--- config.mk ---
export PLATFORM = sky130hd
export DESIGN_NAME = dct_row_lane
export DESIGN_NICKNAME = d
export VERILOG_FILES = /design/src/design/dct_types_pkg.sv /design/src/design/dct_cosine_pkg.sv /design/src/design/dct_row_lane.sv
export VERILOG_INCLUDE_DIRS = /design/src /design/src/design
export SDC_FILE = /design/constraint.sdc
export NUM_CORES = 1
export LEC_CHECK = 0
export ABC_AREA = 0
export BUFFER_PORTS_ARGS = -buffer_cell sky130_fd_sc_hd__buf_4
export CAP_MARGIN = 10
export CORE_ASPECT_RATIO = 1.25
export CORE_MARGIN = 2
export CORE_UTILIZATION = 35
export DETAILED_ROUTE_END_ITERATION = 12
export PLACE_DENSITY = 0.55
export SLEW_MARGIN = 40
export SYNTH_ARGS = -nofsm -noshare
export SYNTH_HDL_FRONTEND = slang
export SYNTH_SLANG_ARGS = --single-unit
--- constraint.sdc ---
create_clock -name clk -period 7.05 [get_ports clk]
set_clock_uncertainty 0.15 [all_clocks]
set_input_delay 0.705 -clock clk [delete_from_list [all_inputs] [get_ports clk]]
set_output_delay 0.705 -clock clk [all_outputs]
set_load 0.005 [all_outputs]
--- src/design/dct_settings.svh ---
// Sizes and fixed-point constants shared by the 8x8 chroma DCT.
// Include this header before any package or module that uses the macros.
// The DC offset replaces the per-pixel level shift of 128.

`ifndef DCT_SETTINGS_SVH
`define DCT_SETTINGS_SVH

// Side length of a block; the block holds DCT_N * DCT_N pixels
`define DCT_N 8

// Unsigned input pixel
`define DCT_PIXEL_W 8

// Signed rounded output coefficient
`define DCT_COEF_W 11

// Signed cosine entry scaled by 2^14
`define DCT_COS_W 16

// Fraction bits dropped when a sum is rounded
`define DCT_FRAC_W 14

// Products and running sums
`define DCT_ACC_W 32

// Level-shift correction for the DC lane, equal to 128 * 8 * 5793
`define DCT_DC_OFFSET 32'sd5932032

`endif
--- src/design/dct_types_pkg.sv ---
// Data types of the DCT datapath and the common rounding step.
// Row lanes and the column stage round their sums the same way.

`include "dct_settings.svh"

package dct_types_pkg;

	typedef logic [`DCT_PIXEL_W-1:0] pixel_t;
	typedef logic signed [`DCT_COEF_W-1:0] coef_t;
	typedef logic signed [`DCT_COS_W-1:0] cos_t;
	typedef logic signed [`DCT_ACC_W-1:0] acc_t;
	typedef logic [$clog2(`DCT_N)-1:0] idx_t;

	// Keep the bits above the fraction and add one when the top fraction bit is set
	function automatic coef_t round_coef(acc_t sum);
		logic [`DCT_COEF_W-1:0] kept;
		kept = sum[`DCT_FRAC_W +: `DCT_COEF_W];
		return coef_t'(kept + {{(`DCT_COEF_W-1){1'b0}}, sum[`DCT_FRAC_W-1]});
	endfunction

endpackage

--- src/design/dct_cosine_pkg.sv ---
// Cosine basis of the 8-point DCT at 2^14 scale.
// Indexed by frequency first and sample position second, so that
// dct_cos[u][x] = C(u) * cos((2x + 1) * u * pi / 16) * 16384.

`include "dct_settings.svh"

package dct_cosine_pkg;

	import dct_types_pkg::*;

	localparam cos_t dct_cos [`DCT_N][`DCT_N] = '{
		'{ 5793,  5793,  5793,  5793,  5793,  5793,  5793,  5793},
		'{ 8035,  6811,  4551,  1598, -1598, -4551, -6811, -8035},
		'{ 7568,  3135, -3135, -7568, -7568, -3135,  3135,  7568},
		'{ 6811, -1598, -8035, -4551,  4551,  8035,  1598, -6811},
		'{ 5793, -5793, -5793,  5793,  5793, -5793, -5793,  5793},
		'{ 4551, -8035,  1598,  6811, -6811, -1598,  8035, -4551},
		'{ 3135, -7568,  7568, -3135, -3135,  7568, -7568,  3135},
		'{ 1598, -4551,  6811, -8035,  8035, -6811,  4551, -1598}
	};

endpackage

--- src/design/dct_row_lane.sv ---
// One horizontal frequency of the row transform.
// Each pixel is multiplied by the cosine entry for this frequency and its
// column, the eight products of a row are summed from a cleared start, and the
// sum is rounded into row_coef, which holds until the next row ends.

`include "dct_settings.svh"

module dct_row_lane
	import dct_types_pkg::*;
	import dct_cosine_pkg::*;
#(
	parameter int freq = 0
) (
	input  logic   clk,
	input  logic   rst,
	input  pixel_t pixel,
	input  idx_t   col,
	input  logic   pixel_valid,
	input  logic   row_last,
	output coef_t  row_coef
);

	// Only the DC lane carries the level shift
	localparam acc_t offset = (freq == 0) ? acc_t'(`DCT_DC_OFFSET) : acc_t'(0);

	acc_t prod;
	acc_t acc;
	logic prod_valid;
	logic prod_first;
	logic prod_last;
	logic acc_done;

	always_ff @(posedge clk) begin
		if (pixel_valid)
			prod <= acc_t'($signed({1'b0, pixel})) * acc_t'(dct_cos[freq][col]);
		if (prod_valid)
			acc <= prod_first ? prod : acc + prod;
		if (acc_done)
			row_coef <= round_coef(acc - offset);
	end

	always_ff @(posedge clk) begin
		if (rst) begin
			prod_valid <= 1'b0;
			prod_first <= 1'b0;
			prod_last <= 1'b0;
			acc_done <= 1'b0;
		end else begin
			prod_valid <= pixel_valid;
			prod_first <= pixel_valid && (col == '0);
			prod_last <= pixel_valid && row_last;
			acc_done <= prod_valid && prod_last;
		end
	end

endmodule

==> flow_summary.json <==
{
  "fp-row-count": 48,
  "fp.dieArea_mm2": 0.0151,
  "die_w_um": 110,
  "cts_h_tree_depth": 3,
  "final_routed_wire_length_divided_by_cell_count_um": 13.5,
  "cp_max_fo": 6,
  "seq_area_frac_synth_pct": 37.0,
  "synth_compound_area_share_pct": 15.8,
  "vias": 3506,
  "drc": 0,
  "cp_required_ps": 6960,
  "layout_common_cells": "sky130_fd_sc_hd__ha_1, sky130_fd_sc_hd__edfxtp_1, sky130_fd_sc_hd__inv_1, sky130_fd_sc_hd__nand2_1, sky130_fd_sc_hd__o21ai_0",
  "max_freq_ghz": 0.234,
  "synthCells": 481,
  "end_of_flow_core_utilization_pct": 40.7,
  "postCtsSetupRepairBufs": 0,
  "timing.max_slew.rel_slack_pct": 54.7,
  "layout.nets": 612,
  "timing.final.max_slew_violations": 0,
  "postCtsResizedCells": 0,
  "endpoint_kind": "register",
  "grt_start_max_net_pins": 46,
  "dp_slack_ps": 2410,
  "cts-buffers-inserted": 9,
  "globalRoute.totalOverflow": 0,
  "grt_setup_unrepaired": "no",
  "fin_crit_sh_pct": 60.7,
  "post_route_cells_drive_above_1_share_pct": 10.7,
  "tightest_slew_ps": 671,
  "synthXorXnorAreaFrac_pct": 6.75,
  "fillers": 1342,
  "dominantRegCellSynth": "sky130_fd_sc_hd__edfxtp_1",
  "setup_slack_ps": 2770,
  "met1_length_um": 4180,
  "multi_input_comb_area_mm2": 0.00290,
  "area_overhead_of_the_layout_relative_to_synthesis_pct": 14.0,
  "gp_congestion": 0.855,
  "power_leakage_nw": 2.40,
  "ir_drop_mv": 0.139,
  "hold_ws_ps": 278,
  "synth_nets": 583,
  "wl_met3_um": 231,
  "total_power_mw": 2.26,
  "cts_tree": "done",
  "largest_family_of_logic_cells_by_synthesized_area": "adder cells",
  "dp_hpwl_um": 7460,
  "cts_num_sinks": 62,
  "clk_latency_ps": 330,
  "synth.lib_cells_used.distinct": 54,
  "floorplan.core_area_mm2": 0.0138,
  "detail_route.wirelength_um": 9320,
  "layout.cells.most_common": "sky130_fd_sc_hd__ha_1",
  "drv.max_cap_violation_count": 0,
  "setup_viol": 0,
  "powerDensity_mw_per_mm2": 403,
  "status": "complete, no violations",
  "grt_pass1_vias": 3539,
  "drt_first_pass_iters": 4,
  "cp.arrival_ps": 4190,
  "ys_ff_latch": 62,
  "synth-edff-count": 58,
  "grt_first_pass_wirelength_um": 15800,
  "highest_layer": "met4",
  "min_period_ps": 4280,
  "path_clk_slew_ps": 60,
  "grt_antenna_before_repair": 0,
  "timing_hold_violations_final": 0,
  "boundaryPins": 26,
  "muxShareOfSynthArea_pct": 0.431,
  "cts.hold.buffers_added": 0,
  "holdCritPathClass": "register to register",
  "synth_simple_gate_area_share_pct": 11.4,
  "average_cell_area_after_synthesis_um2": 10.2,
  "dr_wl_met2_um": 4600,
  "cts_max_path_buffers": 2,
  "viasPerCell": 5.08,
  "worstSetupPathType": "input pin to register",
  "fp.dieH_um": 137,
  "synthesis.area_mm2": 0.00493,
  "synthAdderAreaFrac_pct": 24.4,
  "drtAntennaViolNets": 0,
  "floorplan.initialDensity_pct": 35.7,
  "globalRouteTotalUtil_pct": 13.3,
  "clock_tree_root_buffer_cell": "sky130_fd_sc_hd__clkbuf_16",
  "initialDrtViolationCount": 98,
  "layout.area.seq_mm2": 0.00182,
  "port_buffers": 25,
  "start_kind": "input pin",
  "synth-async-reset-ratio_pct": 0,
  "finalSetupTns_ps": 0,
  "insertedDiodeCount": 0,
  "yosys_warnings": 0
}
## cell usage after synthesis (2+ instances only)
| library cell | n | share of area [%] |
|---|---|---|
| sky130_fd_sc_hd__a2111oi_0 | 2 | 0.36 |
| sky130_fd_sc_hd__a211oi_1 | 3 | 0.46 |
| sky130_fd_sc_hd__a21boi_0 | 2 | 0.30 |
| sky130_fd_sc_hd__a21o_1 | 12 | 1.8 |
| sky130_fd_sc_hd__a21oi_1 | 28 | 2.8 |
| sky130_fd_sc_hd__a221o_1 | 2 | 0.41 |
| sky130_fd_sc_hd__a31oi_1 | 2 | 0.25 |
| sky130_fd_sc_hd__and3_1 | 8 | 1.0 |
| sky130_fd_sc_hd__clkbuf_1 | 9 | 0.69 |
| sky130_fd_sc_hd__dfxtp_1 | 4 | 1.6 |
| sky130_fd_sc_hd__edfxtp_1 | 58 | 35 |
| sky130_fd_sc_hd__fa_1 | 15 | 6.1 |
| sky130_fd_sc_hd__ha_1 | 72 | 18 |
| sky130_fd_sc_hd__inv_1 | 47 | 3.6 |
| sky130_fd_sc_hd__nand2_1 | 44 | 3.4 |
| sky130_fd_sc_hd__nand2b_1 | 7 | 0.89 |
| sky130_fd_sc_hd__nand3_1 | 4 | 0.41 |
| sky130_fd_sc_hd__nand4_1 | 3 | 0.38 |
| sky130_fd_sc_hd__nor2_1 | 22 | 1.7 |
| sky130_fd_sc_hd__nor2b_1 | 2 | 0.25 |
| sky130_fd_sc_hd__nor3_1 | 9 | 0.91 |
| sky130_fd_sc_hd__nor4b_1 | 2 | 0.36 |
| sky130_fd_sc_hd__o211ai_1 | 2 | 0.30 |
| sky130_fd_sc_hd__o21a_1 | 6 | 0.91 |
| sky130_fd_sc_hd__o21ai_0 | 35 | 3.6 |
| sky130_fd_sc_hd__o21ai_1 | 2 | 0.20 |
| sky130_fd_sc_hd__o21bai_1 | 4 | 0.61 |
| sky130_fd_sc_hd__o22ai_1 | 2 | 0.25 |
| sky130_fd_sc_hd__o31ai_1 | 5 | 0.76 |
| sky130_fd_sc_hd__or2_2 | 3 | 0.38 |
| sky130_fd_sc_hd__or3_1 | 6 | 0.76 |
| sky130_fd_sc_hd__xnor2_1 | 23 | 4.1 |
| sky130_fd_sc_hd__xor2_1 | 15 | 2.7 |
## cell families after synthesis
family,count (synthesis)
compound gates,120
fa+ha+maj,87
flops,62
mux,2
buf+inv,56
xor+xnor,38
simple gates,116
## final timing paths
check | from | to | slack (ps) | cells past startpoint
max | pixel[1] | prod[20] | 2770 | 14
min | prod_last | acc_done | 280 | 2
max reg2reg | prod[6] | acc[21] | 4130 | 8
min reg2reg | prod_last | acc_done | 280 | 2
## layer usage
metal / vias to the layer above / global-route usage (%)
met5: - / 0
met4: 0 / 6.81
met3: 25 / 1.86
met2: 50 / 22.9
met1: 1630 / 16.1
li1: 1801 / -
## worst max-delay path: stages
cell and delay [ps]:
sky130_fd_sc_hd__buf_4 140, sky130_fd_sc_hd__ha_1 280, sky130_fd_sc_hd__inv_1 60, sky130_fd_sc_hd__fa_1 510, sky130_fd_sc_hd__inv_1 50, sky130_fd_sc_hd__ha_1 300, sky130_fd_sc_hd__fa_1 480, sky130_fd_sc_hd__ha_1 320
sky130_fd_sc_hd__o21ai_0 100, sky130_fd_sc_hd__o21ba_2 200, sky130_fd_sc_hd__o41ai_1 560, sky130_fd_sc_hd__o31ai_1 260, sky130_fd_sc_hd__nand4_1 140, sky130_fd_sc_hd__o211ai_1 90
## sequential cells by signal, summed over array words and instances, names as in the netlist
signal,flops
acc_done,1
prod_first,1
acc,25
prod,22
prod_valid,1
prod_last,1
row_coef,11
## layout make-up
class / instances / share of cell area (%)
inverter: 47 / 3.14
multi-input combinational: 363 / 51.6
clock buffer: 9 / 4.01
tap: 175 / 3.90
clock inverter: 7 / 1.34
sequential: 62 / 32.4
timing repair buffer: 27 / 3.61
## power by group
| part | internal, mW | switching (mW) | leakage, nW |
|---|---|---|---|
| registers | 0.578 | 0.0757 | 0.581 |
| logic | 0.531 | 0.637 | 1.67 |
| clock network | 0.274 | 0.166 | 0.149 |
## metrics by stage
| stage | area [µm²] | std cells |
|---|---|---|
| floorplan | 4930 | 481 |
| global placement | 5320 | 674 |
| detailed placement | 5320 | 674 |
| CTS | 5620 | 690 |
| global route | 5620 | 690 |
| finish | 5620 | 690 |
Power figures use the tool's default switching activity.
