==> src/design/dct_settings.svh <==
// Sizes and fixed-point constants shared by the 8x8 chroma DCT.
// Include this header before any package or module that uses the macros.
// The DC offset replaces the per-pixel level shift of 128.

`ifndef DCT_SETTINGS_SVH
`define DCT_SETTINGS_SVH

// Side length of a block; the block holds DCT_N * DCT_N pixels
`define DCT_N 8

// Unsigned input pixel
`define DCT_PIXEL_W 8

// Signed rounded output coefficient
`define DCT_COEF_W 11

// Signed cosine entry scaled by 2^14
`define DCT_COS_W 16

// Fraction bits dropped when a sum is rounded
`define DCT_FRAC_W 14

// Products and running sums
`define DCT_ACC_W 32

// Level-shift correction for the DC lane, equal to 128 * 8 * 5793
`define DCT_DC_OFFSET 32'sd5932032

`endif
==> src/design/dct_types_pkg.sv <==
// Data types of the DCT datapath and the common rounding step.
// Row lanes and the column stage round their sums the same way.

`include "dct_settings.svh"

package dct_types_pkg;

	typedef logic [`DCT_PIXEL_W-1:0] pixel_t;
	typedef logic signed [`DCT_COEF_W-1:0] coef_t;
	typedef logic signed [`DCT_COS_W-1:0] cos_t;
	typedef logic signed [`DCT_ACC_W-1:0] acc_t;
	typedef logic [$clog2(`DCT_N)-1:0] idx_t;

	// Keep the bits above the fraction and add one when the top fraction bit is set
	function automatic coef_t round_coef(acc_t sum);
		logic [`DCT_COEF_W-1:0] kept;
		kept = sum[`DCT_FRAC_W +: `DCT_COEF_W];
		return coef_t'(kept + {{(`DCT_COEF_W-1){1'b0}}, sum[`DCT_FRAC_W-1]});
	endfunction

endpackage

==> src/design/dct_sequencer.sv <==
// Input sequencing for the DCT.
// Counts the column and row of each incoming pixel, registers the pixel for the
// row lanes and flags the last pixel of each row. The row-end flag is delayed
// so that row_done lines up with the rounded lane results.

`include "dct_settings.svh"

module dct_sequencer
	import dct_types_pkg::*;
(
	input  logic   clk,
	input  logic   rst,
	input  logic   enable,
	input  pixel_t data_in,
	output pixel_t pixel,
	output idx_t   col,
	output logic   pixel_valid,
	output logic   row_last,
	output logic   row_done,
	output idx_t   row_idx,
	output logic   block_last
);

	localparam idx_t last_idx = idx_t'(`DCT_N - 1);

	idx_t col_cnt;
	idx_t row_cnt;
	idx_t last_row;
	logic [1:0] done_pipe;
	idx_t idx_pipe [2];

	// A drop of enable discards the partial block
	always_ff @(posedge clk) begin
		if (rst || !enable) begin
			col_cnt <= '0;
			row_cnt <= '0;
		end else begin
			col_cnt <= col_cnt + idx_t'(1);
			if (col_cnt == last_idx)
				row_cnt <= row_cnt + idx_t'(1);
		end
	end

	always_ff @(posedge clk) begin
		pixel <= data_in;
		col <= col_cnt;
		last_row <= row_cnt;
		idx_pipe[0] <= last_row;
		idx_pipe[1] <= idx_pipe[0];
		row_idx <= idx_pipe[1];
	end

	// Two stages for the lane product and sum, then the rounding edge
	always_ff @(posedge clk) begin
		if (rst) begin
			pixel_valid <= 1'b0;
			row_last <= 1'b0;
			done_pipe <= '0;
			row_done <= 1'b0;
			block_last <= 1'b0;
		end else begin
			pixel_valid <= enable;
			row_last <= enable && (col_cnt == last_idx);
			done_pipe <= {done_pipe[0], row_last};
			row_done <= done_pipe[1];
			block_last <= done_pipe[1] && (idx_pipe[1] == last_idx);
		end
	end

endmodule

==> config.mk <==
export PLATFORM = sky130hd
export DESIGN_NAME = dct_sequencer
export DESIGN_NICKNAME = d
export VERILOG_FILES = /design/src/design/dct_types_pkg.sv /design/src/design/dct_sequencer.sv
export VERILOG_INCLUDE_DIRS = /design/src /design/src/design
export SDC_FILE = /design/constraint.sdc
export NUM_CORES = 1
export LEC_CHECK = 0
export BUFFER_PORTS_ARGS = -buffer_cell sky130_fd_sc_hd__buf_2
export CAP_MARGIN = 5
export CORE_UTILIZATION = 28
export CTS_BUF_LIST = sky130_fd_sc_hd__clkbuf_8
export CTS_CLUSTER_DIAMETER = 60
export DETAILED_ROUTE_END_ITERATION = 7
export PLACE_DENSITY = 0.58
export REMOVE_ABC_BUFFERS = 1
export SYNTH_ARGS = -nofsm -noshare
export SYNTH_HDL_FRONTEND = slang
export SYNTH_SLANG_ARGS = --single-unit
==> constraint.sdc <==
create_clock -name clk -period 1 [get_ports clk]
set_input_delay 0.05 -clock clk [delete_from_list [all_inputs] [get_ports clk]]
set_output_delay 0.05 -clock clk [all_outputs]
set_load 0.03 [all_outputs]
==> impl_metrics.py, run 1 <==
metrics = {
    "detailed_routing": {
        "drt-initial-drc-count": 15,
        "routed_wl_um": 1260,
        "num_vias": 521,
        "highest_layer": "met4",
        "met2WireLength_um": 549,
        "drt-met1-wl_um": 521,
        "met3_length_um": 119,
        "firstDrtPassIters": 8,
        "vias_per_cell": 3.95,
        "avgRoutedWirePerCell_um": 9.52,
        "drtAntennaViolNets": 0,
        "drc": 5,
    },
    "cells_and_area": {
        "n_antenna_cell": 0,
        "design_area_um2": 1250,
        "nNetsFinal": 114,
        "multi_input_area_um2": 179,
        "fillers": 279,
        "drive_above_1_share_pct": 43.6,
        "post-route-util_pct": 44.2,
        "fin_cells": 132,
        "area_delta_synth_final_pct": 46.4,
        "regArea_um2": 703,
    },
    "worst_setup_path": {
        "crit_fanout": 5,
        "reg2reg_from": "col_cnt[0]$_SDFF_PP0_",
        "worstPathArrival_ns": 1.22,
        "cp-end-kind": "register",
        "r2r_setup_slack_ns": 0.007,
        "crit_path_start_kind": "register",
        "crit_required_ns": 1.23,
        "critPathKind": "register to register",
        "r2r_end": "row_cnt[2]$_SDFFE_PP0N_",
        "ff2ff_path_depth": 4,
    },
    "sta": {
        "fin_skew_ns": 0.00685,
        "finalSetupTns_ns": 0,
        "rsz0062_at_grt": "yes",
        "slew_headroom_pct": 91.5,
        "min_period_ns": 0.993,
        "setup_viol": 0,
        "hold_slack_ns": 0.0417,
        "hold_viol": 0,
        "min_period_over_period_pct": 99.3,
        "slew_viol_final": 0,
        "worst_pin_slew_ns": 0.124,
        "max_clock_freq_mhz": 1010,
    },
    "global_routing": {
        "grt_pass1_wl_um": 2050,
        "antenna_found_initial": 0,
        "grt_pass1_vias": 514,
        "grt_usage_pct": 9.55,
        "grt_max_degree": 13,
        "overflow": 0,
    },
    "cts": {
        "post-cts-setup-buffers": 0,
        "htreeDepth": 2,
        "cts.sinks": 35,
        "cts_made_buffers": 5,
        "clk_pin_slew_ns": 0.07,
        "cts.path.max_buffers": 2,
        "insertion_delay_ns": 0.29,
        "cts_root_buf": "clkbuf_8",
        "cts_tree": "yes",
    },
    "yosys": {
        "synthTopCellsByCount": "35 x dfxtp_1, 3 x and2_1, 3 x ha_1, 3 x nor2_1, 3 x nor2b_1",
        "synth_seq_area_share_pct": 82.0,
        "netlist.area_leader.share_pct": 82.0,
        "synth_top_area_cell": "dfxtp_1",
        "ys_ff_latch": 35,
        "yosys_warnings": 0,
        "syn_inst": 55,
        "yosysUniqueCellTypes": 13,
        "ys.flop_type": "dfxtp_1",
        "synth-edff-count": 0,
        "post-synth-top-count-cell": "dfxtp_1",
        "async_flop_share_pct": 0,
        "syn_area_um2": 855,
        "avgSynthCellArea_um2": 15.5,
        "synthTopCellsByArea": "dfxtp_1 82%, ha_1 4.4%, and2_1 2.2%",
    },
    "hold_path": {
        "hold_end": "col_cnt[0]$_SDFF_PP0_",
        "worstHoldPathType": "input pin to register",
        "hold_path_startpoint": "enable",
        "min_delay_path_depth": 3,
    },
    "power": {
        "p_clk_share_pct": 38.7,
        "p_leak_nw": 0.567,
        "p_sw_mw": 0.587,
        "power_density_nw_per_um2": 2040,
        "seq_power_share_pct": 56.0,
        "p_int_mw": 1.97,
        "combPwrFrac_pct": 5.3,
        "swShare_pct": 23.0,
        "ir_worst_vdd_mv": 0.587,
    },
    "floorplanning": {
        "die_w_um": 57.2,
        "die_h_um": 57.2,
        "core_um2": 2830,
        "io-pin-count": 29,
        "fp.dieArea_um2": 3280,
        "start_util_pct": 30.2,
        "std_cell_rows": 19,
    },
    "place": {
        "hpwl_um": 788,
        "io_buffers": 28,
        "place_area_um2": 1040,
        "gp_congestion": 0.647,
        "dpl.cell_count": 115,
    },
    "status": {
        "status": "complete, but fails checks",
        "violations": "DRC",
    },
    "flow_run": {
        "maxCapViolCount": 0,
    },
}
[worst max path at each step]
stage | start | endpoint | cells after the start | slack (ns)
floorplan | col_cnt[0]$_SDFF_PP0_ | row_cnt[2]$_SDFFE_PP0N_ | 4 | -0.05
global placement | col_cnt[0]$_SDFF_PP0_ | row_cnt[2]$_SDFFE_PP0N_ | 4 | -0.07
detailed placement | col_cnt[0]$_SDFF_PP0_ | row_cnt[2]$_SDFFE_PP0N_ | 4 | -0.12
CTS | col_cnt[0]$_SDFF_PP0_ | row_cnt[2]$_SDFFE_PP0N_ | 4 | -0.03
global route | col_cnt[0]$_SDFF_PP0_ | row_cnt[2]$_SDFFE_PP0N_ | 4 | -0.03
finish | col_cnt[0]$_SDFF_PP0_ | row_cnt[2]$_SDFFE_PP0N_ | 4 | 0.007
[through the flow]
| step | setup slack, ns | power (mW) |
|---|---|---|
| 2_1_floorplan | -0.0542 | 1.52 |
| 3_3_place_gp | -0.0716 | 1.56 |
| 3_5_place_dp | -0.123 | 1.57 |
| 4_1_cts | -0.0298 | 2.60 |
| 5_1_grt | -0.0334 | 2.68 |
| 6_report | 0.00739 | 2.55 |
[logic make-up (layout without fill, tap and decap cells)]
kind of cell	after synthesis	in the layout	synth area share [%]
adder cells (fa/ha/maj)	3	3	4.39
flip-flops	35	35	82.0
AO/OA/AOI/OAI	2	2	1.76
buffers and inverters	1	47	0.439
multiplexers	1	1	1.17
AND/OR/NAND/NOR	12	12	9.22
XOR/XNOR	1	1	1.03
[layout make-up]
type | count | share of cell area, %
Clock buffer | 5 | 5.50
Clock inverter | 3 | 1.60
Multi-Input combinational cell | 19 | 14.3
Timing Repair Buffer | 38 | 19.0
Tap cell | 31 | 3.10
Sequential cell | 35 | 56.2
Inverter | 1 | 0.300
[power by group through the flow]
stage	Combinational, mW	Clock (mW)	Sequential [mW]
floorplan	0.0102	0	1.51
detailed placement	0.107	0	1.46
CTS	0.136	1.04	1.43
finish	0.135	0.988	1.43
global route	0.144	1.10	1.43
global placement	0.106	0	1.46
[critical path, cell delays in order, from the launching register on]
cell and delay [ns]:
dfxtp_2 0.34, ha_4 0.16, ha_4 0.17, a21bo_1 0.17, a21oi_2 0.10
[routing by layer]
metal / vias up / track usage (%)
li1: 264 / -
met1: 228 / 7.59
met2: 24 / 14.8
met3: 5 / 7.03
met4: 0 / 9.41
met5: - / 0
[cells in the final DEF, fill, tap and decap left out, types with 2 or more instances in the layout]
cell / n
dfxtp_1: 33
dlygate4sd3_1: 9
ha_4: 2
clkbuf_8: 5
buf_2: 28
and2_1: 3
nor2b_1: 3
nor2_1: 3
dfxtp_2: 2
clkinvlp_4: 2
[registers in the layout, indices dropped and copies added (netlist names)]
register	count
last_row	3
block_last	1
row_cnt	3
row_idx	3
pixel_valid	1
row_done	1
pixel	8
col	3
col_cnt	3
idx_pipe	6
done_pipe	2
row_last	1
[repair_timing]
item | 4_1_cts | 5_1_grt
gates resized for setup | 6 | 1
hold endpoints to repair | 11 | 0
setup endpoints to repair | 4 | 3
hold buffers | 9 | 0
pin swaps | 1 | 1
Power figures use the tool's default switching activity.
==> run 2, diff against run 1 <==
- CORE_MARGIN: default -> 2
- SETUP_SLACK_MARGIN: default -> 0.05
==> run 2 against run 1 <==
Effect of this change: the flow finishes with violations (setup timing); maximum frequency decreased by 1.2%; via count increased by 3.8%; critical path depth unchanged; cell count increased by 1.5%; global-route usage decreased by 1.2 points; sequential share of layout area decreased by 0.56 points; sequential cell count unchanged; final area increased by 1.0%; core utilization decreased by 1.8 points; setup slack got worse by 0.012 ns; highest routed layer unchanged.
==> impl_metrics.py, run 2 (same netlist as run 1, synthesis figures left out) <==
metrics = {
    "worst_setup_path": {
        "ff2ff_path_depth": 4,
        "worstSetupStartpoint": "col_cnt[0]$_SDFF_PP0_",
        "crit_required_ns": 1.21,
        "cp-end-kind": "register",
        "reg2reg_from": "col_cnt[0]$_SDFF_PP0_",
        "r2r_end": "row_cnt[2]$_SDFFE_PP0N_",
        "r2r_setup_slack_ns": -0.004,
        "critPathKind": "register to register",
        "crit_end": "row_cnt[2]$_SDFFE_PP0N_",
        "crit_path_start_kind": "register",
        "crit_fanout": 5,
        "worstPathArrival_ns": 1.22,
    },
    "cts": {
        "cts_made_buffers": 5,
        "clk_pin_slew_ns": 0.06,
        "cts_tree": "yes",
        "cts.sinks": 35,
        "insertion_delay_ns": 0.28,
        "htreeDepth": 2,
        "cts_root_buf": "clkbuf_8",
        "cts.path.max_buffers": 2,
    },
    "detailed_routing": {
        "routed_wl_um": 1370,
        "drc": 0,
        "avgRoutedWirePerCell_um": 10.2,
        "num_vias": 541,
        "vias_per_cell": 4.04,
        "firstDrtPassIters": 3,
        "drtAntennaViolNets": 0,
        "drt-initial-drc-count": 4,
    },
    "global_routing": {
        "antenna_found_initial": 0,
        "overflow": 0,
        "grt_max_degree": 11,
        "grt_pass1_vias": 478,
        "grt_usage_pct": 8.32,
        "grt_pass1_wl_um": 1930,
    },
    "power": {
        "combPwrFrac_pct": 5.2,
        "p_leak_nw": 0.584,
        "p_int_mw": 2.10,
        "p_clk_share_pct": 40.3,
        "p_sw_mw": 0.522,
        "seq_power_share_pct": 54.6,
        "ir_worst_vdd_mv": 0.517,
        "power_density_nw_per_um2": 2070,
        "swShare_pct": 19.9,
    },
    "sta": {
        "min_period_ns": 1.00,
        "hold_slack_ns": 0.0528,
        "fin_skew_ns": 0.00491,
        "setup_viol": 1,
        "finalSetupTns_ns": -0.00437,
        "hold_viol": 0,
        "min_period_over_period_pct": 100,
        "timing.final.ws_setup_ns": -0.00437,
        "worst_pin_slew_ns": 0.119,
        "slew_viol_final": 0,
        "rsz0062_at_grt": "yes",
        "slew_headroom_pct": 91.9,
        "max_clock_freq_mhz": 996,
    },
    "place": {
        "gp_congestion": 0.634,
        "hpwl_um": 895,
        "place_area_um2": 1040,
        "io_buffers": 28,
    },
    "floorplanning": {
        "io-pin-count": 29,
        "die_h_um": 59.2,
        "core_um2": 2980,
        "std_cell_rows": 20,
        "die_w_um": 59.2,
        "fp.dieArea_um2": 3510,
        "start_util_pct": 28.7,
    },
    "flow_run": {
        "maxCapViolCount": 0,
    },
    "hold_path": {
        "hold_path_startpoint": "enable",
        "worstHoldPathType": "input pin to register",
    },
    "cells_and_area": {
        "drive_above_1_share_pct": 42.6,
        "fillers": 271,
        "regMostFlops": "pixel",
        "top_regs": "pixel x8, idx_pipe x6",
        "area_delta_synth_final_pct": 47.9,
        "layout_common_cells": "33 x dfxtp_1, 28 x buf_2, 9 x dlygate4sd3_1",
        "largest_reg_flops": 8,
        "post-route-util_pct": 42.4,
        "n_antenna_cell": 0,
        "design_area_um2": 1260,
        "final_common_cell": "dfxtp_1",
        "nNetsFinal": 114,
    },
    "status": {
        "violations": "setup timing",
        "status": "complete, but fails checks",
    },
}
==> run 2: critical path, stage by stage (launching register included) <==
cell	delay [ns]
dfxtp_2	0.34
ha_4	0.16
ha_4	0.17
a21bo_1	0.17
a21oi_1	0.11
==> run 2: timing repair <==
| item | 4_1_cts | 5_1_grt |
|---|---|---|
| endpoints found under the setup margin | 5 | 4 |
| hold buffers | 9 | 0 |
| cloned | 0 | 0 |
| setup buffers | 0 | 0 |
| gates resized for setup | 6 | 1 |
| endpoints found under the hold margin | 11 | 0 |
==> run 2: area by class of cell <==
type / instances / area (um2) / area share (%)
timing repair buffer: 38 / 238 / 18.8
inverter: 1 / 3.75 / 0.297
multi-input combinational: 19 / 178 / 14.1
tap: 33 / 41.3 / 3.27
clock buffer: 7 / 96.3 / 7.62
sequential: 35 / 703 / 55.6
clock inverter: 1 / 3.75 / 0.297
==> run 2: how the worst min path moves through the flow <==
stage | to | slack, ns | cells after the start
6_report | col_cnt[0]$_SDFF_PP0_ | 0.05 | 3
5_1_grt | col_cnt[0]$_SDFF_PP0_ | 0.05 | 3
4_1_cts | pixel_valid$_SDFF_PP0_ | 0.04 | 3
3_5_place_dp | pixel[5]$_DFF_P_ | 0.15 | 1
3_3_place_gp | pixel[5]$_DFF_P_ | 0.15 | 1
2_1_floorplan | pixel[0]$_DFF_P_ | 0.08 | 0
==> run 2: per-layer routing <==
metal	global-route usage [%]	up-vias	wire (um)
li1	-	263	-
met1	7.09	245	531
met2	12.2	27	624
met3	6.99	6	162
met4	6.82	0	46
met5	0	-	0
==> run 2: metrics by stage <==
step | cells | worst slack (ns) | power (mW)
final | 134 | -0.00437 | 2.62
after detailed placement | 117 | -0.117 | 1.57
after global routing | 134 | -0.0378 | 2.73
after floorplan | 55 | -0.0542 | 1.52
after CTS | 134 | -0.0133 | 2.67
after global placement | 117 | -0.0662 | 1.57
==> run 2: power groups by stage <==
stage               logic, mW  registers (mW)  clock network (mW)
floorplan              0.0102            1.51                   0
global placement        0.107            1.46                   0
detailed placement      0.108            1.46                   0
CTS                     0.137            1.43                1.10
global route            0.146            1.43                1.15
finish                  0.136            1.43                1.06
